### config.mk
export PLATFORM = sky130hd
export DESIGN_NAME = memreq_top
export DESIGN_NICKNAME = d
export VERILOG_FILES = /design/src/verilog/memreq_pkg.sv /design/src/verilog/cmd_parser.sv /design/src/verilog/word_packer.sv /design/src/verilog/word_fifo.sv /design/src/verilog/write_port.sv /design/src/verilog/read_port.sv /design/src/verilog/resp_sender.sv /design/src/verilog/memreq_top.sv
export SDC_FILE = /design/constraint.sdc
export NUM_CORES = 1
export LEC_CHECK = 0
export ABC_AREA = 1
export BUFFER_PORTS_ARGS = -buffer_cell sky130_fd_sc_hd__buf_2
export CAP_MARGIN = 20
export CORE_UTILIZATION = 30
export CTS_BUF_LIST = sky130_fd_sc_hd__clkbuf_2 sky130_fd_sc_hd__clkbuf_4 sky130_fd_sc_hd__clkbuf_8
export CTS_CLUSTER_DIAMETER = 200
export DETAILED_ROUTE_END_ITERATION = 8
export REMOVE_ABC_BUFFERS = 1
export SLEW_MARGIN = 10
export SYNTH_ARGS = -nofsm -noshare
export SYNTH_HDL_FRONTEND = slang
export SYNTH_SLANG_ARGS = --single-unit
### constraint.sdc
create_clock -name bus_clock -period 3.7 [get_ports bus_clock]
set_input_delay 0.185 -clock bus_clock [delete_from_list [all_inputs] [get_ports bus_clock]]
set_output_delay 0.185 -clock bus_clock [all_outputs]
set_load 0.01 [all_outputs]
### src/verilog/memreq_pkg.sv
package memreq_pkg;

  localparam int DATA_WIDTH = 32;  // Memory word
  localparam int ADDR_WIDTH = 28;
  localparam int ID_WIDTH = 4;

  localparam int RD_FIFO_DEPTH = 16;  // Words
  localparam int WR_FIFO_DEPTH = 4;

  typedef logic [DATA_WIDTH-1:0] data_t;
  typedef logic [ADDR_WIDTH-1:0] addr_t;
  typedef logic [ID_WIDTH-1:0] id_t;
  typedef logic [7:0] len_t;  // Beats minus one
  typedef logic [7:0] byte_t;
  typedef logic [1:0] resp_t;

  localparam resp_t RESP_OKAY = 2'b00;

  // Request codes, bit 7 set for reads
  localparam byte_t CMD_STORE = 8'h01;
  localparam byte_t CMD_FETCH = 8'h80;

  // Reply codes
  localparam byte_t CMD_WDONE = 8'h02;
  localparam byte_t CMD_WFAIL = 8'h03;
  localparam byte_t CMD_RDATA = 8'h81;
  localparam byte_t CMD_RFAIL = 8'h82;

  typedef enum logic [2:0] {
    IDLE,
    HEADER,
    WPAYLOAD,
    WAIT,
    REPLY
  } req_state_e;

endpackage

### src/verilog/cmd_parser.sv
`timescale 1ns/1ps
module cmd_parser (
  input  logic                bus_clock,
  input  logic                bus_reset,

  input  logic                s_tvalid_i,
  output logic                s_tready_o,
  input  logic                s_tlast_i,
  input  memreq_pkg::byte_t   s_tdata_i,

  input  logic                wfifo_full_i,
  input  logic                reply_done_i,

  output logic                wr_start_o,
  output logic                rd_start_o,
  output memreq_pkg::addr_t   req_addr_o,
  output memreq_pkg::len_t    req_len_o,
  output memreq_pkg::id_t     req_id_o,

  output logic                pay_valid_o,
  output memreq_pkg::byte_t   pay_data_o,
  output logic                pay_last_o
);

  memreq_pkg::req_state_e state_q;
  memreq_pkg::byte_t cmd_q;
  logic [4:0] ptr_q;  // One-hot over header bytes 2 to 6
  logic s_fire;
  logic hdr_end;
  logic is_read;
  logic is_write;

  assign s_tready_o = (state_q == memreq_pkg::IDLE) || (state_q == memreq_pkg::HEADER) ||
                      (state_q == memreq_pkg::WPAYLOAD && !wfifo_full_i);
  assign s_fire = s_tvalid_i && s_tready_o;
  assign hdr_end = s_fire && state_q == memreq_pkg::HEADER && ptr_q[4];

  assign is_read = (cmd_q[7] == memreq_pkg::CMD_FETCH[7]);
  assign is_write = (cmd_q[7] == memreq_pkg::CMD_STORE[7]);

  // Payload bytes go straight to the packer
  assign pay_valid_o = s_fire && state_q == memreq_pkg::WPAYLOAD;
  assign pay_data_o = s_tdata_i;
  assign pay_last_o = s_tlast_i;

  always_ff @(posedge bus_clock) begin
    if (s_fire && state_q == memreq_pkg::IDLE) begin
      cmd_q <= s_tdata_i;
    end
    if (s_fire && state_q == memreq_pkg::HEADER) begin
      if (ptr_q[0]) req_len_o <= s_tdata_i;
      if (ptr_q[1]) req_addr_o[7:0] <= s_tdata_i;
      if (ptr_q[2]) req_addr_o[15:8] <= s_tdata_i;
      if (ptr_q[3]) req_addr_o[23:16] <= s_tdata_i;
      if (ptr_q[4]) begin
        {req_id_o, req_addr_o[27:24]} <= s_tdata_i;  // Id in the high nibble
      end
    end
  end

  always_ff @(posedge bus_clock) begin
    if (bus_reset) begin
      state_q <= memreq_pkg::IDLE;
      ptr_q <= '0;
      wr_start_o <= 1'b0;
      rd_start_o <= 1'b0;
    end else begin
      wr_start_o <= hdr_end && is_write;
      rd_start_o <= hdr_end && is_read;
      case (state_q)
        memreq_pkg::IDLE: begin
          if (s_fire) begin
            state_q <= memreq_pkg::HEADER;
            ptr_q <= 5'b00001;
          end
        end
        memreq_pkg::HEADER: begin
          if (s_fire) begin
            ptr_q <= {ptr_q[3:0], 1'b0};
            if (ptr_q[4]) begin
              state_q <= is_read ? memreq_pkg::WAIT : memreq_pkg::WPAYLOAD;
            end
          end
        end
        memreq_pkg::WPAYLOAD: begin
          if (s_fire && s_tlast_i) state_q <= memreq_pkg::WAIT;
        end
        memreq_pkg::WAIT: begin
          // Hold off the next command until the reply is out
          if (reply_done_i) state_q <= memreq_pkg::REPLY;
        end
        default: state_q <= memreq_pkg::IDLE;  // One turnaround cycle
      endcase
    end
  end

endmodule

### src/verilog/word_packer.sv
`timescale 1ns/1ps
module word_packer (
  input  logic                bus_clock,
  input  logic                bus_reset,

  input  logic                pay_valid_i,
  input  memreq_pkg::byte_t   pay_data_i,
  input  logic                pay_last_i,

  output logic                word_valid_o,
  output memreq_pkg::data_t   word_data_o,
  output logic                word_last_o
);

  logic [1:0] lane_q;

  // Bytes enter at the top, so the first lands in bits 7:0
  always_ff @(posedge bus_clock) begin
    if (pay_valid_i) begin
      word_data_o <= {pay_data_i, word_data_o[memreq_pkg::DATA_WIDTH-1:8]};
      word_last_o <= pay_last_i;
    end
  end

  always_ff @(posedge bus_clock) begin
    if (bus_reset) begin
      lane_q <= 2'd0;
      word_valid_o <= 1'b0;
    end else begin
      word_valid_o <= pay_valid_i && lane_q == 2'd3;
      if (pay_valid_i) begin
        lane_q <= lane_q + 2'd1;  // Back to 0 after every fourth byte
      end
    end
  end

endmodule

### src/verilog/word_fifo.sv
`timescale 1ns/1ps
module word_fifo #(
  parameter int DEPTH = 4
) (
  input  logic                bus_clock,
  input  logic                bus_reset,

  input  logic                push_i,
  input  memreq_pkg::data_t   push_data_i,
  input  logic                push_last_i,

  input  logic                pop_i,
  output memreq_pkg::data_t   pop_data_o,
  output logic                pop_last_o,

  output logic                empty_o,
  output logic                full_o
);

  localparam int AW = $clog2(DEPTH);

  memreq_pkg::data_t data_q [DEPTH];
  logic last_q [DEPTH];
  logic [AW-1:0] wr_ptr_q;
  logic [AW-1:0] rd_ptr_q;
  logic [AW:0] count_q;
  logic push_ok;
  logic pop_ok;

  assign empty_o = (count_q == '0);
  assign full_o = (count_q == (AW + 1)'(DEPTH));
  assign push_ok = push_i && !full_o;
  assign pop_ok = pop_i && !empty_o;

  // Front entry visible whenever not empty
  assign pop_data_o = data_q[rd_ptr_q];
  assign pop_last_o = last_q[rd_ptr_q];

  always_ff @(posedge bus_clock) begin
    if (push_ok) begin
      data_q[wr_ptr_q] <= push_data_i;
      last_q[wr_ptr_q] <= push_last_i;
    end
  end

  always_ff @(posedge bus_clock) begin
    if (bus_reset) begin
      wr_ptr_q <= '0;
      rd_ptr_q <= '0;
      count_q <= '0;
    end else begin
      if (push_ok) wr_ptr_q <= wr_ptr_q + 1'b1;  // Wraps, depth is a power of two
      if (pop_ok) rd_ptr_q <= rd_ptr_q + 1'b1;
      if (push_ok && !pop_ok) begin
        count_q <= count_q + 1'b1;
      end else if (pop_ok && !push_ok) begin
        count_q <= count_q - 1'b1;
      end
    end
  end

endmodule

### src/verilog/write_port.sv
`timescale 1ns/1ps
module write_port (
  input  logic                bus_clock,
  input  logic                bus_reset,

  input  logic                wr_start_i,
  input  memreq_pkg::addr_t   req_addr_i,
  input  memreq_pkg::len_t    req_len_i,
  input  memreq_pkg::id_t     req_id_i,

  output logic                awvalid_o,
  input  logic                awready_i,
  output memreq_pkg::addr_t   awaddr_o,
  output memreq_pkg::len_t    awlen_o,
  output memreq_pkg::id_t     awid_o,

  output logic                wvalid_o,
  input  logic                wready_i,
  output logic                wlast_o,
  output memreq_pkg::data_t   wdata_o,

  input  logic                bvalid_i,
  output logic                bready_o,
  input  memreq_pkg::resp_t   bresp_i,
  input  memreq_pkg::id_t     bid_i,

  input  logic                fifo_empty_i,
  input  memreq_pkg::data_t   fifo_data_i,
  input  logic                fifo_last_i,
  output logic                fifo_pop_o,

  output logic                wr_done_o,
  output logic                wr_ok_o,
  output memreq_pkg::id_t     wr_id_o
);

  typedef enum logic [1:0] {IDLE, ADDR, DATA, RESP} wr_state_e;

  wr_state_e state_q;

  assign awvalid_o = (state_q == ADDR);
  assign wvalid_o = (state_q == DATA) && !fifo_empty_i;
  assign wdata_o = fifo_data_i;
  assign wlast_o = fifo_last_i;
  assign fifo_pop_o = wvalid_o && wready_i;  // One pop per accepted beat
  assign bready_o = (state_q == RESP);

  always_ff @(posedge bus_clock) begin
    if (state_q == IDLE && wr_start_i) begin
      awaddr_o <= req_addr_i;
      awlen_o <= req_len_i;
      awid_o <= req_id_i;
    end
    wr_ok_o <= (bresp_i == memreq_pkg::RESP_OKAY);
    wr_id_o <= bid_i;
  end

  always_ff @(posedge bus_clock) begin
    if (bus_reset) begin
      state_q <= IDLE;
      wr_done_o <= 1'b0;
    end else begin
      wr_done_o <= bvalid_i && bready_o;
      case (state_q)
        IDLE: if (wr_start_i) state_q <= ADDR;
        ADDR: if (awready_i) state_q <= DATA;
        DATA: if (fifo_pop_o && fifo_last_i) state_q <= RESP;
        RESP: if (bvalid_i) state_q <= IDLE;
        default: state_q <= IDLE;
      endcase
    end
  end

endmodule

### src/verilog/read_port.sv
`timescale 1ns/1ps
module read_port (
  input  logic                bus_clock,
  input  logic                bus_reset,

  input  logic                rd_start_i,
  input  memreq_pkg::addr_t   req_addr_i,
  input  memreq_pkg::len_t    req_len_i,
  input  memreq_pkg::id_t     req_id_i,

  output logic                arvalid_o,
  input  logic                arready_i,
  output memreq_pkg::addr_t   araddr_o,
  output memreq_pkg::len_t    arlen_o,
  output memreq_pkg::id_t     arid_o,

  input  logic                rvalid_i,
  output logic                rready_o,
  input  logic                rlast_i,
  input  memreq_pkg::resp_t   rresp_i,
  input  memreq_pkg::id_t     rid_i,
  input  memreq_pkg::data_t   rdata_i,

  input  logic                fifo_full_i,
  output logic                fifo_push_o,
  output memreq_pkg::data_t   fifo_data_o,
  output logic                fifo_last_o,

  output logic                rd_hdr_o,
  output logic                rd_ok_o,
  output memreq_pkg::id_t     rd_id_o
);

  typedef enum logic [1:0] {IDLE, ADDR, DATA} rd_state_e;

  rd_state_e state_q;
  logic first_q;  // Next beat is the first of the burst

  assign arvalid_o = (state_q == ADDR);
  assign rready_o = (state_q == DATA) && !fifo_full_i;
  assign fifo_push_o = rvalid_i && rready_o;
  assign fifo_data_o = rdata_i;
  assign fifo_last_o = rlast_i;

  always_ff @(posedge bus_clock) begin
    if (state_q == IDLE && rd_start_i) begin
      araddr_o <= req_addr_i;
      arlen_o <= req_len_i;
      arid_o <= req_id_i;
    end
    rd_ok_o <= (rresp_i == memreq_pkg::RESP_OKAY);
    rd_id_o <= rid_i;
  end

  always_ff @(posedge bus_clock) begin
    if (bus_reset) begin
      state_q <= IDLE;
      first_q <= 1'b0;
      rd_hdr_o <= 1'b0;
    end else begin
      rd_hdr_o <= fifo_push_o && first_q;
      if (fifo_push_o) first_q <= 1'b0;
      case (state_q)
        IDLE: begin
          if (rd_start_i) begin
            state_q <= ADDR;
            first_q <= 1'b1;
          end
        end
        ADDR: if (arready_i) state_q <= DATA;
        DATA: if (fifo_push_o && rlast_i) state_q <= IDLE;
        default: state_q <= IDLE;
      endcase
    end
  end

endmodule

### src/verilog/resp_sender.sv
`timescale 1ns/1ps
module resp_sender (
  input  logic                bus_clock,
  input  logic                bus_reset,

  input  logic                wr_done_i,
  input  logic                wr_ok_i,
  input  memreq_pkg::id_t     wr_id_i,

  input  logic                rd_hdr_i,
  input  logic                rd_ok_i,
  input  memreq_pkg::id_t     rd_id_i,

  input  logic                rfifo_empty_i,
  input  memreq_pkg::data_t   rfifo_data_i,
  input  logic                rfifo_last_i,
  output logic                rfifo_pop_o,

  output logic                m_tvalid_o,
  input  logic                m_tready_i,
  output logic                m_tlast_o,
  output memreq_pkg::byte_t   m_tdata_o,

  output logic                reply_done_o
);

  typedef enum logic [1:0] {IDLE, CODE, ID, DATA} tx_state_e;

  tx_state_e state_q;
  memreq_pkg::byte_t code_q;
  memreq_pkg::id_t id_q;
  logic is_rd_q;
  logic [1:0] lane_q;  // Byte lane of the front word
  logic m_fire;

  assign m_tvalid_o = (state_q == CODE) || (state_q == ID) ||
                      (state_q == DATA && !rfifo_empty_i);
  assign m_fire = m_tvalid_o && m_tready_i;

  always_comb begin
    case (state_q)
      CODE: m_tdata_o = code_q;
      ID: m_tdata_o = {{(8 - memreq_pkg::ID_WIDTH){1'b0}}, id_q};
      default: m_tdata_o = rfifo_data_i[{lane_q, 3'b000} +: 8];  // LSB first
    endcase
  end

  assign m_tlast_o = (state_q == ID && !is_rd_q) ||
                     (state_q == DATA && lane_q == 2'd3 && rfifo_last_i);
  assign rfifo_pop_o = m_fire && state_q == DATA && lane_q == 2'd3;
  assign reply_done_o = m_fire && m_tlast_o;

  always_ff @(posedge bus_clock) begin
    if (state_q == IDLE) begin
      if (wr_done_i) begin
        code_q <= wr_ok_i ? memreq_pkg::CMD_WDONE : memreq_pkg::CMD_WFAIL;
        id_q <= wr_id_i;
      end else begin
        code_q <= rd_ok_i ? memreq_pkg::CMD_RDATA : memreq_pkg::CMD_RFAIL;
        id_q <= rd_id_i;
      end
    end
  end

  always_ff @(posedge bus_clock) begin
    if (bus_reset) begin
      state_q <= IDLE;
      is_rd_q <= 1'b0;
      lane_q <= 2'd0;
    end else begin
      case (state_q)
        IDLE: begin
          if (wr_done_i || rd_hdr_i) begin
            state_q <= CODE;
            is_rd_q <= !wr_done_i;
          end
        end
        CODE: if (m_fire) state_q <= ID;
        ID: if (m_fire) state_q <= is_rd_q ? DATA : IDLE;
        DATA: begin
          if (m_fire) begin
            lane_q <= lane_q + 2'd1;  // Wraps back to 0 on each pop
            if (m_tlast_o) state_q <= IDLE;
          end
        end
        default: state_q <= IDLE;
      endcase
    end
  end

endmodule

### src/verilog/memreq_top.sv
`timescale 1ns/1ps
module memreq_top (
  input  logic                bus_clock,
  input  logic                bus_reset,

  input  logic                s_tvalid_i,
  output logic                s_tready_o,
  input  logic                s_tlast_i,
  input  memreq_pkg::byte_t   s_tdata_i,

  output logic                m_tvalid_o,
  input  logic                m_tready_i,
  output logic                m_tlast_o,
  output memreq_pkg::byte_t   m_tdata_o,

  output logic                awvalid_o,
  input  logic                awready_i,
  output memreq_pkg::addr_t   awaddr_o,
  output memreq_pkg::len_t    awlen_o,
  output memreq_pkg::id_t     awid_o,

  output logic                wvalid_o,
  input  logic                wready_i,
  output logic                wlast_o,
  output memreq_pkg::data_t   wdata_o,

  input  logic                bvalid_i,
  output logic                bready_o,
  input  memreq_pkg::resp_t   bresp_i,
  input  memreq_pkg::id_t     bid_i,

  output logic                arvalid_o,
  input  logic                arready_i,
  output memreq_pkg::addr_t   araddr_o,
  output memreq_pkg::len_t    arlen_o,
  output memreq_pkg::id_t     arid_o,

  input  logic                rvalid_i,
  output logic                rready_o,
  input  logic                rlast_i,
  input  memreq_pkg::resp_t   rresp_i,
  input  memreq_pkg::id_t     rid_i,
  input  memreq_pkg::data_t   rdata_i
);

  logic wr_start, rd_start, reply_done;
  memreq_pkg::addr_t req_addr;
  memreq_pkg::len_t req_len;
  memreq_pkg::id_t req_id;

  // Write path
  logic pay_valid, pay_last, word_valid, word_last;
  memreq_pkg::byte_t pay_data;
  memreq_pkg::data_t word_data, wfifo_data;
  logic wfifo_full, wfifo_empty, wfifo_last, wfifo_pop;
  logic wr_done, wr_ok;
  memreq_pkg::id_t wr_id;

  // Read path
  logic rfifo_push, rfifo_wlast, rfifo_full, rfifo_empty, rfifo_last, rfifo_pop;
  memreq_pkg::data_t rfifo_wdata, rfifo_data;
  logic rd_hdr, rd_ok;
  memreq_pkg::id_t rd_id;

  cmd_parser u_cmd_parser (
    .bus_clock(bus_clock), .bus_reset(bus_reset),
    .s_tvalid_i(s_tvalid_i), .s_tready_o(s_tready_o),
    .s_tlast_i(s_tlast_i), .s_tdata_i(s_tdata_i),
    .wfifo_full_i(wfifo_full), .reply_done_i(reply_done),
    .wr_start_o(wr_start), .rd_start_o(rd_start),
    .req_addr_o(req_addr), .req_len_o(req_len), .req_id_o(req_id),
    .pay_valid_o(pay_valid), .pay_data_o(pay_data), .pay_last_o(pay_last)
  );

  word_packer u_word_packer (
    .bus_clock(bus_clock), .bus_reset(bus_reset),
    .pay_valid_i(pay_valid), .pay_data_i(pay_data), .pay_last_i(pay_last),
    .word_valid_o(word_valid), .word_data_o(word_data), .word_last_o(word_last)
  );

  word_fifo #(.DEPTH(memreq_pkg::WR_FIFO_DEPTH)) u_wr_fifo (
    .bus_clock(bus_clock), .bus_reset(bus_reset),
    .push_i(word_valid), .push_data_i(word_data), .push_last_i(word_last),
    .pop_i(wfifo_pop), .pop_data_o(wfifo_data), .pop_last_o(wfifo_last),
    .empty_o(wfifo_empty), .full_o(wfifo_full)
  );

  write_port u_write_port (
    .bus_clock(bus_clock), .bus_reset(bus_reset),
    .wr_start_i(wr_start), .req_addr_i(req_addr), .req_len_i(req_len), .req_id_i(req_id),
    .awvalid_o(awvalid_o), .awready_i(awready_i),
    .awaddr_o(awaddr_o), .awlen_o(awlen_o), .awid_o(awid_o),
    .wvalid_o(wvalid_o), .wready_i(wready_i), .wlast_o(wlast_o), .wdata_o(wdata_o),
    .bvalid_i(bvalid_i), .bready_o(bready_o), .bresp_i(bresp_i), .bid_i(bid_i),
    .fifo_empty_i(wfifo_empty), .fifo_data_i(wfifo_data),
    .fifo_last_i(wfifo_last), .fifo_pop_o(wfifo_pop),
    .wr_done_o(wr_done), .wr_ok_o(wr_ok), .wr_id_o(wr_id)
  );

  read_port u_read_port (
    .bus_clock(bus_clock), .bus_reset(bus_reset),
    .rd_start_i(rd_start), .req_addr_i(req_addr), .req_len_i(req_len), .req_id_i(req_id),
    .arvalid_o(arvalid_o), .arready_i(arready_i),
    .araddr_o(araddr_o), .arlen_o(arlen_o), .arid_o(arid_o),
    .rvalid_i(rvalid_i), .rready_o(rready_o), .rlast_i(rlast_i),
    .rresp_i(rresp_i), .rid_i(rid_i), .rdata_i(rdata_i),
    .fifo_full_i(rfifo_full), .fifo_push_o(rfifo_push),
    .fifo_data_o(rfifo_wdata), .fifo_last_o(rfifo_wlast),
    .rd_hdr_o(rd_hdr), .rd_ok_o(rd_ok), .rd_id_o(rd_id)
  );

  word_fifo #(.DEPTH(memreq_pkg::RD_FIFO_DEPTH)) u_rd_fifo (
    .bus_clock(bus_clock), .bus_reset(bus_reset),
    .push_i(rfifo_push), .push_data_i(rfifo_wdata), .push_last_i(rfifo_wlast),
    .pop_i(rfifo_pop), .pop_data_o(rfifo_data), .pop_last_o(rfifo_last),
    .empty_o(rfifo_empty), .full_o(rfifo_full)
  );

  resp_sender u_resp_sender (
    .bus_clock(bus_clock), .bus_reset(bus_reset),
    .wr_done_i(wr_done), .wr_ok_i(wr_ok), .wr_id_i(wr_id),
    .rd_hdr_i(rd_hdr), .rd_ok_i(rd_ok), .rd_id_i(rd_id),
    .rfifo_empty_i(rfifo_empty), .rfifo_data_i(rfifo_data),
    .rfifo_last_i(rfifo_last), .rfifo_pop_o(rfifo_pop),
    .m_tvalid_o(m_tvalid_o), .m_tready_i(m_tready_i),
    .m_tlast_o(m_tlast_o), .m_tdata_o(m_tdata_o),
    .reply_done_o(reply_done)
  );

endmodule

==> key figures <==
Drt
  • Pre-antenna DRT Iters: 7
  • Via count: 20700
  • Drt drc: 0
  • DRT Wirelength: 84200 um
  • WL/cell: 19.7 um
  • Via-per-instance ratio: 4.84
  • Final antenna-violating net count: 0
  • Initial DRC Count: 1613

Global routing
  • GRT Residual Overflow: 0
  • Largest net degree at the start of global routing: 133
  • First-pass GRT wire length: 125000 um
  • Vias in the first global route: 20100
  • All-Layer GR Usage: 0.146
  • Initial antenna violation count: 7

Synthesis
  • Post-synthesis average cell area: 14.1 um2
  • Area leader, netlist: edfxtp_1
  • Synth Cell Area: 33200 um2
  • Post-synthesis cell count: 2358
  • Post-synth EDFFs: 821
  • Synth cell types: 31
  • Yosys reg bits: 882
  • Post-synth top flop: edfxtp_1
  • Post-synth top area share: 0.742
  • Asr flop ratio synth: 0
  • Yosys warning count: 0
  • Seq/Total Area, Yosys: 0.778
  • Ranking of synthesized cells by area: edfxtp_1 (74%), o21ai_0 (5.1%), nor2_1 (4.5%), dfxtp_1 (3.7%), o221ai_1 (2.8%)

CTS
  • Clk sinks: 882
  • Worst-Skew Late Latency: 0.79 ns
  • Htree depth: 4
  • Worst-path clk slew: 0.06 ns
  • Clock root cell: clkbuf_8
  • Inserted Clock Buffers: 138
  • Clock tree from TritonCTS: done
  • Max clock buf depth: 3

Timing
  • Final worst clock skew: 0.0353 ns
  • Setup violators final: 0
  • Hold slack: 0.126 ns
  • Slew Viols, Final: 0
  • Hold Violations, Final: 0
  • Rel. slew slack: 0.320
  • Fin crit period: 3.40 ns
  • Period utilization: 0.919
  • Setup repair after global routing missed its margin: no
  • Fmax: 294 MHz
  • Worst-Margin Slew: 1.02 ns

Worst setup path
  • CP max FO: 70
  • Reg2reg setup slack: 0.97 ns
  • Startpoint of the worst-slack reg-to-reg timing path: u_rd_fifo.count_q[0]
  • CP Class: flop to output port
  • Critical Path Start Type: flop
  • R2r worst-path depth: 16
  • CP Data Required Time: 3.51 ns
  • R2r endpoint: u_rd_fifo.count_q[4]
  • Setup crit end: m_tdata_o[3]
  • Data arrival, critical path: 3.21 ns
  • CP endpoint kind: output port

Final layout
  • Filler cells: 10400
  • Final Non-Filler Cells: 4271
  • Share of layout cells above drive strength 1: 0.185
  • Commonest cells after routing, fill and taps aside: edfxtp_1 (821), nor2_1 (378), o21ai_0 (341)
  • Design Area, Final: 39700 um2
  • Area grow syn2layout: 19.5%
  • Commonest non-fill, non-tap cell in the layout: edfxtp_1
  • Final #Nets: 2773

Power and ir drop
  • Sequential Power Share: 0.555
  • Sw Share: 0.210
  • Pwr dens: 500 nW/um2
  • Logic pwr share: 0.029
  • Max VDD drop: 0.295 mV
  • Pleak: 13.4 nW
  • Overall power: 19.9 mW
  • Clock share of power: 0.417
  • Switching pwr: 4.18 mW
  • Int Power: 15.7 mW

Worst hold path
  • HP Class: input pin to flop

Place
  • Post-DP Area: 36200 um2
  • Routability cong.: 0.767
  • HPWL Detailed: 48200 um
  • Post-placement cell count: 3947
  • Port bufs: 191

Flow run
  • Max-Cap Viols: 0

Run status
  • Status: finished clean

Floorplan
  • I/O pin total: 192
  • DIE WIDTH: 335 um
  • # rows: 121
  • Die footprint: 112000 um2
  • Core box area: 109000 um2
  • Starting Density: 0.304
  • Die Y: 335 um
## per-stage QoR
step	setup TNS (ns)	utilization	setup slack (ns)
after detailed placement	0	0.331	0.921
after global routing	0	0.364	0.0479
after CTS	0	0.363	0.0419
after floorplan	-70.78	-	-5.16
after global placement	0	0.331	0.928
final	0	0.364	0.301
## routing by layer
layer	share of wire	global-route usage	routed length, um	vias to the layer above
li1	-	-	-	9477
met1	0.43	0.190	35900	10400
met2	0.48	0.239	40800	648
met3	0.058	0.0304	4920	148
met4	0.031	0.0581	2600	4
met5	0.00024	0	20	-
## state kept, by name (all words and copies together) (netlist names), 5 cells and up, named ones only
name	count
u_rd_fifo.count_q	5
u_cmd_parser.req_len_o	8
u_wr_fifo.data_q	128
u_write_port.awaddr_o	28
u_rd_fifo.last_q	16
u_word_packer.word_data_o	32
u_cmd_parser.req_addr_o	28
u_write_port.awlen_o	8
u_read_port.arlen_o	8
u_cmd_parser.ptr_q	5
u_rd_fifo.data_q	512
u_read_port.araddr_o	28
## worst max-delay path, cell delays in order (launching register included)
cell and delay [ns]:
dfxtp_4 0.46, inv_8 0.33, buf_12 0.35, o21ai_0 0.12
o221ai_1 0.25, o211ai_1 0.13, nand3_1 0.12, nand2_1 0.07
nand2_1 0.13, nand3_1 0.17, nand2_1 0.10, buf_2 0.13
## cells by family after synthesis
family          synth area share
xor+xnor                0.000263
flops                      0.778
buf+inv                   0.0301
simple gates              0.0777
compound gates             0.103
fa+ha+maj                 0.0110
## power groups by stage
stage / Sequential [mW] / Combinational, mW / Clock (mW)
4_1_cts: 11.0 / 0.575 / 8.50
2_1_floorplan: 11.2 / 0.214 / 0
6_report: 11.0 / 0.568 / 8.29
5_1_grt: 11.0 / 0.623 / 8.89
3_3_place_gp: 11.2 / 0.506 / 0
3_5_place_dp: 11.2 / 0.509 / 0
## how the worst min path moves through the flow
stage | startpoint | endpoint | slack [ns] | depth (start not counted)
floorplan | rid_i[0] | u_read_port.rd_id_o[0] | 0.21 | 0
detailed placement | bid_i[0] | u_write_port.wr_id_o[0] | 0.29 | 1
CTS | bresp_i[1] | u_write_port.wr_ok_o | 0.02 | 3
finish | rid_i[1] | u_read_port.rd_id_o[1] | 0.13 | 2
global placement | rid_i[2] | u_read_port.rd_id_o[2] | 0.29 | 1
global route | bresp_i[1] | u_write_port.wr_ok_o | 0.09 | 3
## what timing repair did
action / CTS / global route
hold endpoints to repair: 637 / 0
buffers inserted: 0 / 1
setup endpoints to repair: 0 / 7
hold buffers: 70 / 0
resized for setup: 0 / 4
## synth_stat cells, types with 6 or more instances
| cell | number |
|---|---|
| buf_6 | 8 |
| o21ai_0 | 341 |
| o21ai_1 | 15 |
| inv_1 | 89 |
| buf_2 | 42 |
| o211ai_1 | 9 |
| nand2_2 | 6 |
| nor3_1 | 8 |
| o221ai_1 | 108 |
| ha_1 | 26 |
| nand2_1 | 112 |
| o22ai_1 | 57 |
| clkbuf_1 | 74 |
| edfxtp_1 | 821 |
| dfxtp_1 | 61 |
| nand3_1 | 110 |
| nor2_1 | 399 |
| a21oi_1 | 34 |
## layout make-up
type	count	area (um2)	area share
Multi-Input combinational cell	1245	6530	0.164
Sequential cell	882	25900	0.651
Clock buffer	202	2410	0.0607
Inverter	94	362	0.00910
Antenna cell	3	7.51	0.000189
Timing Repair Buffer	321	2300	0.0580
Tap cell	1476	1850	0.0465
Clock inverter	48	398	0.0100
No activity file was read; power rests on OpenSTA's default activity.
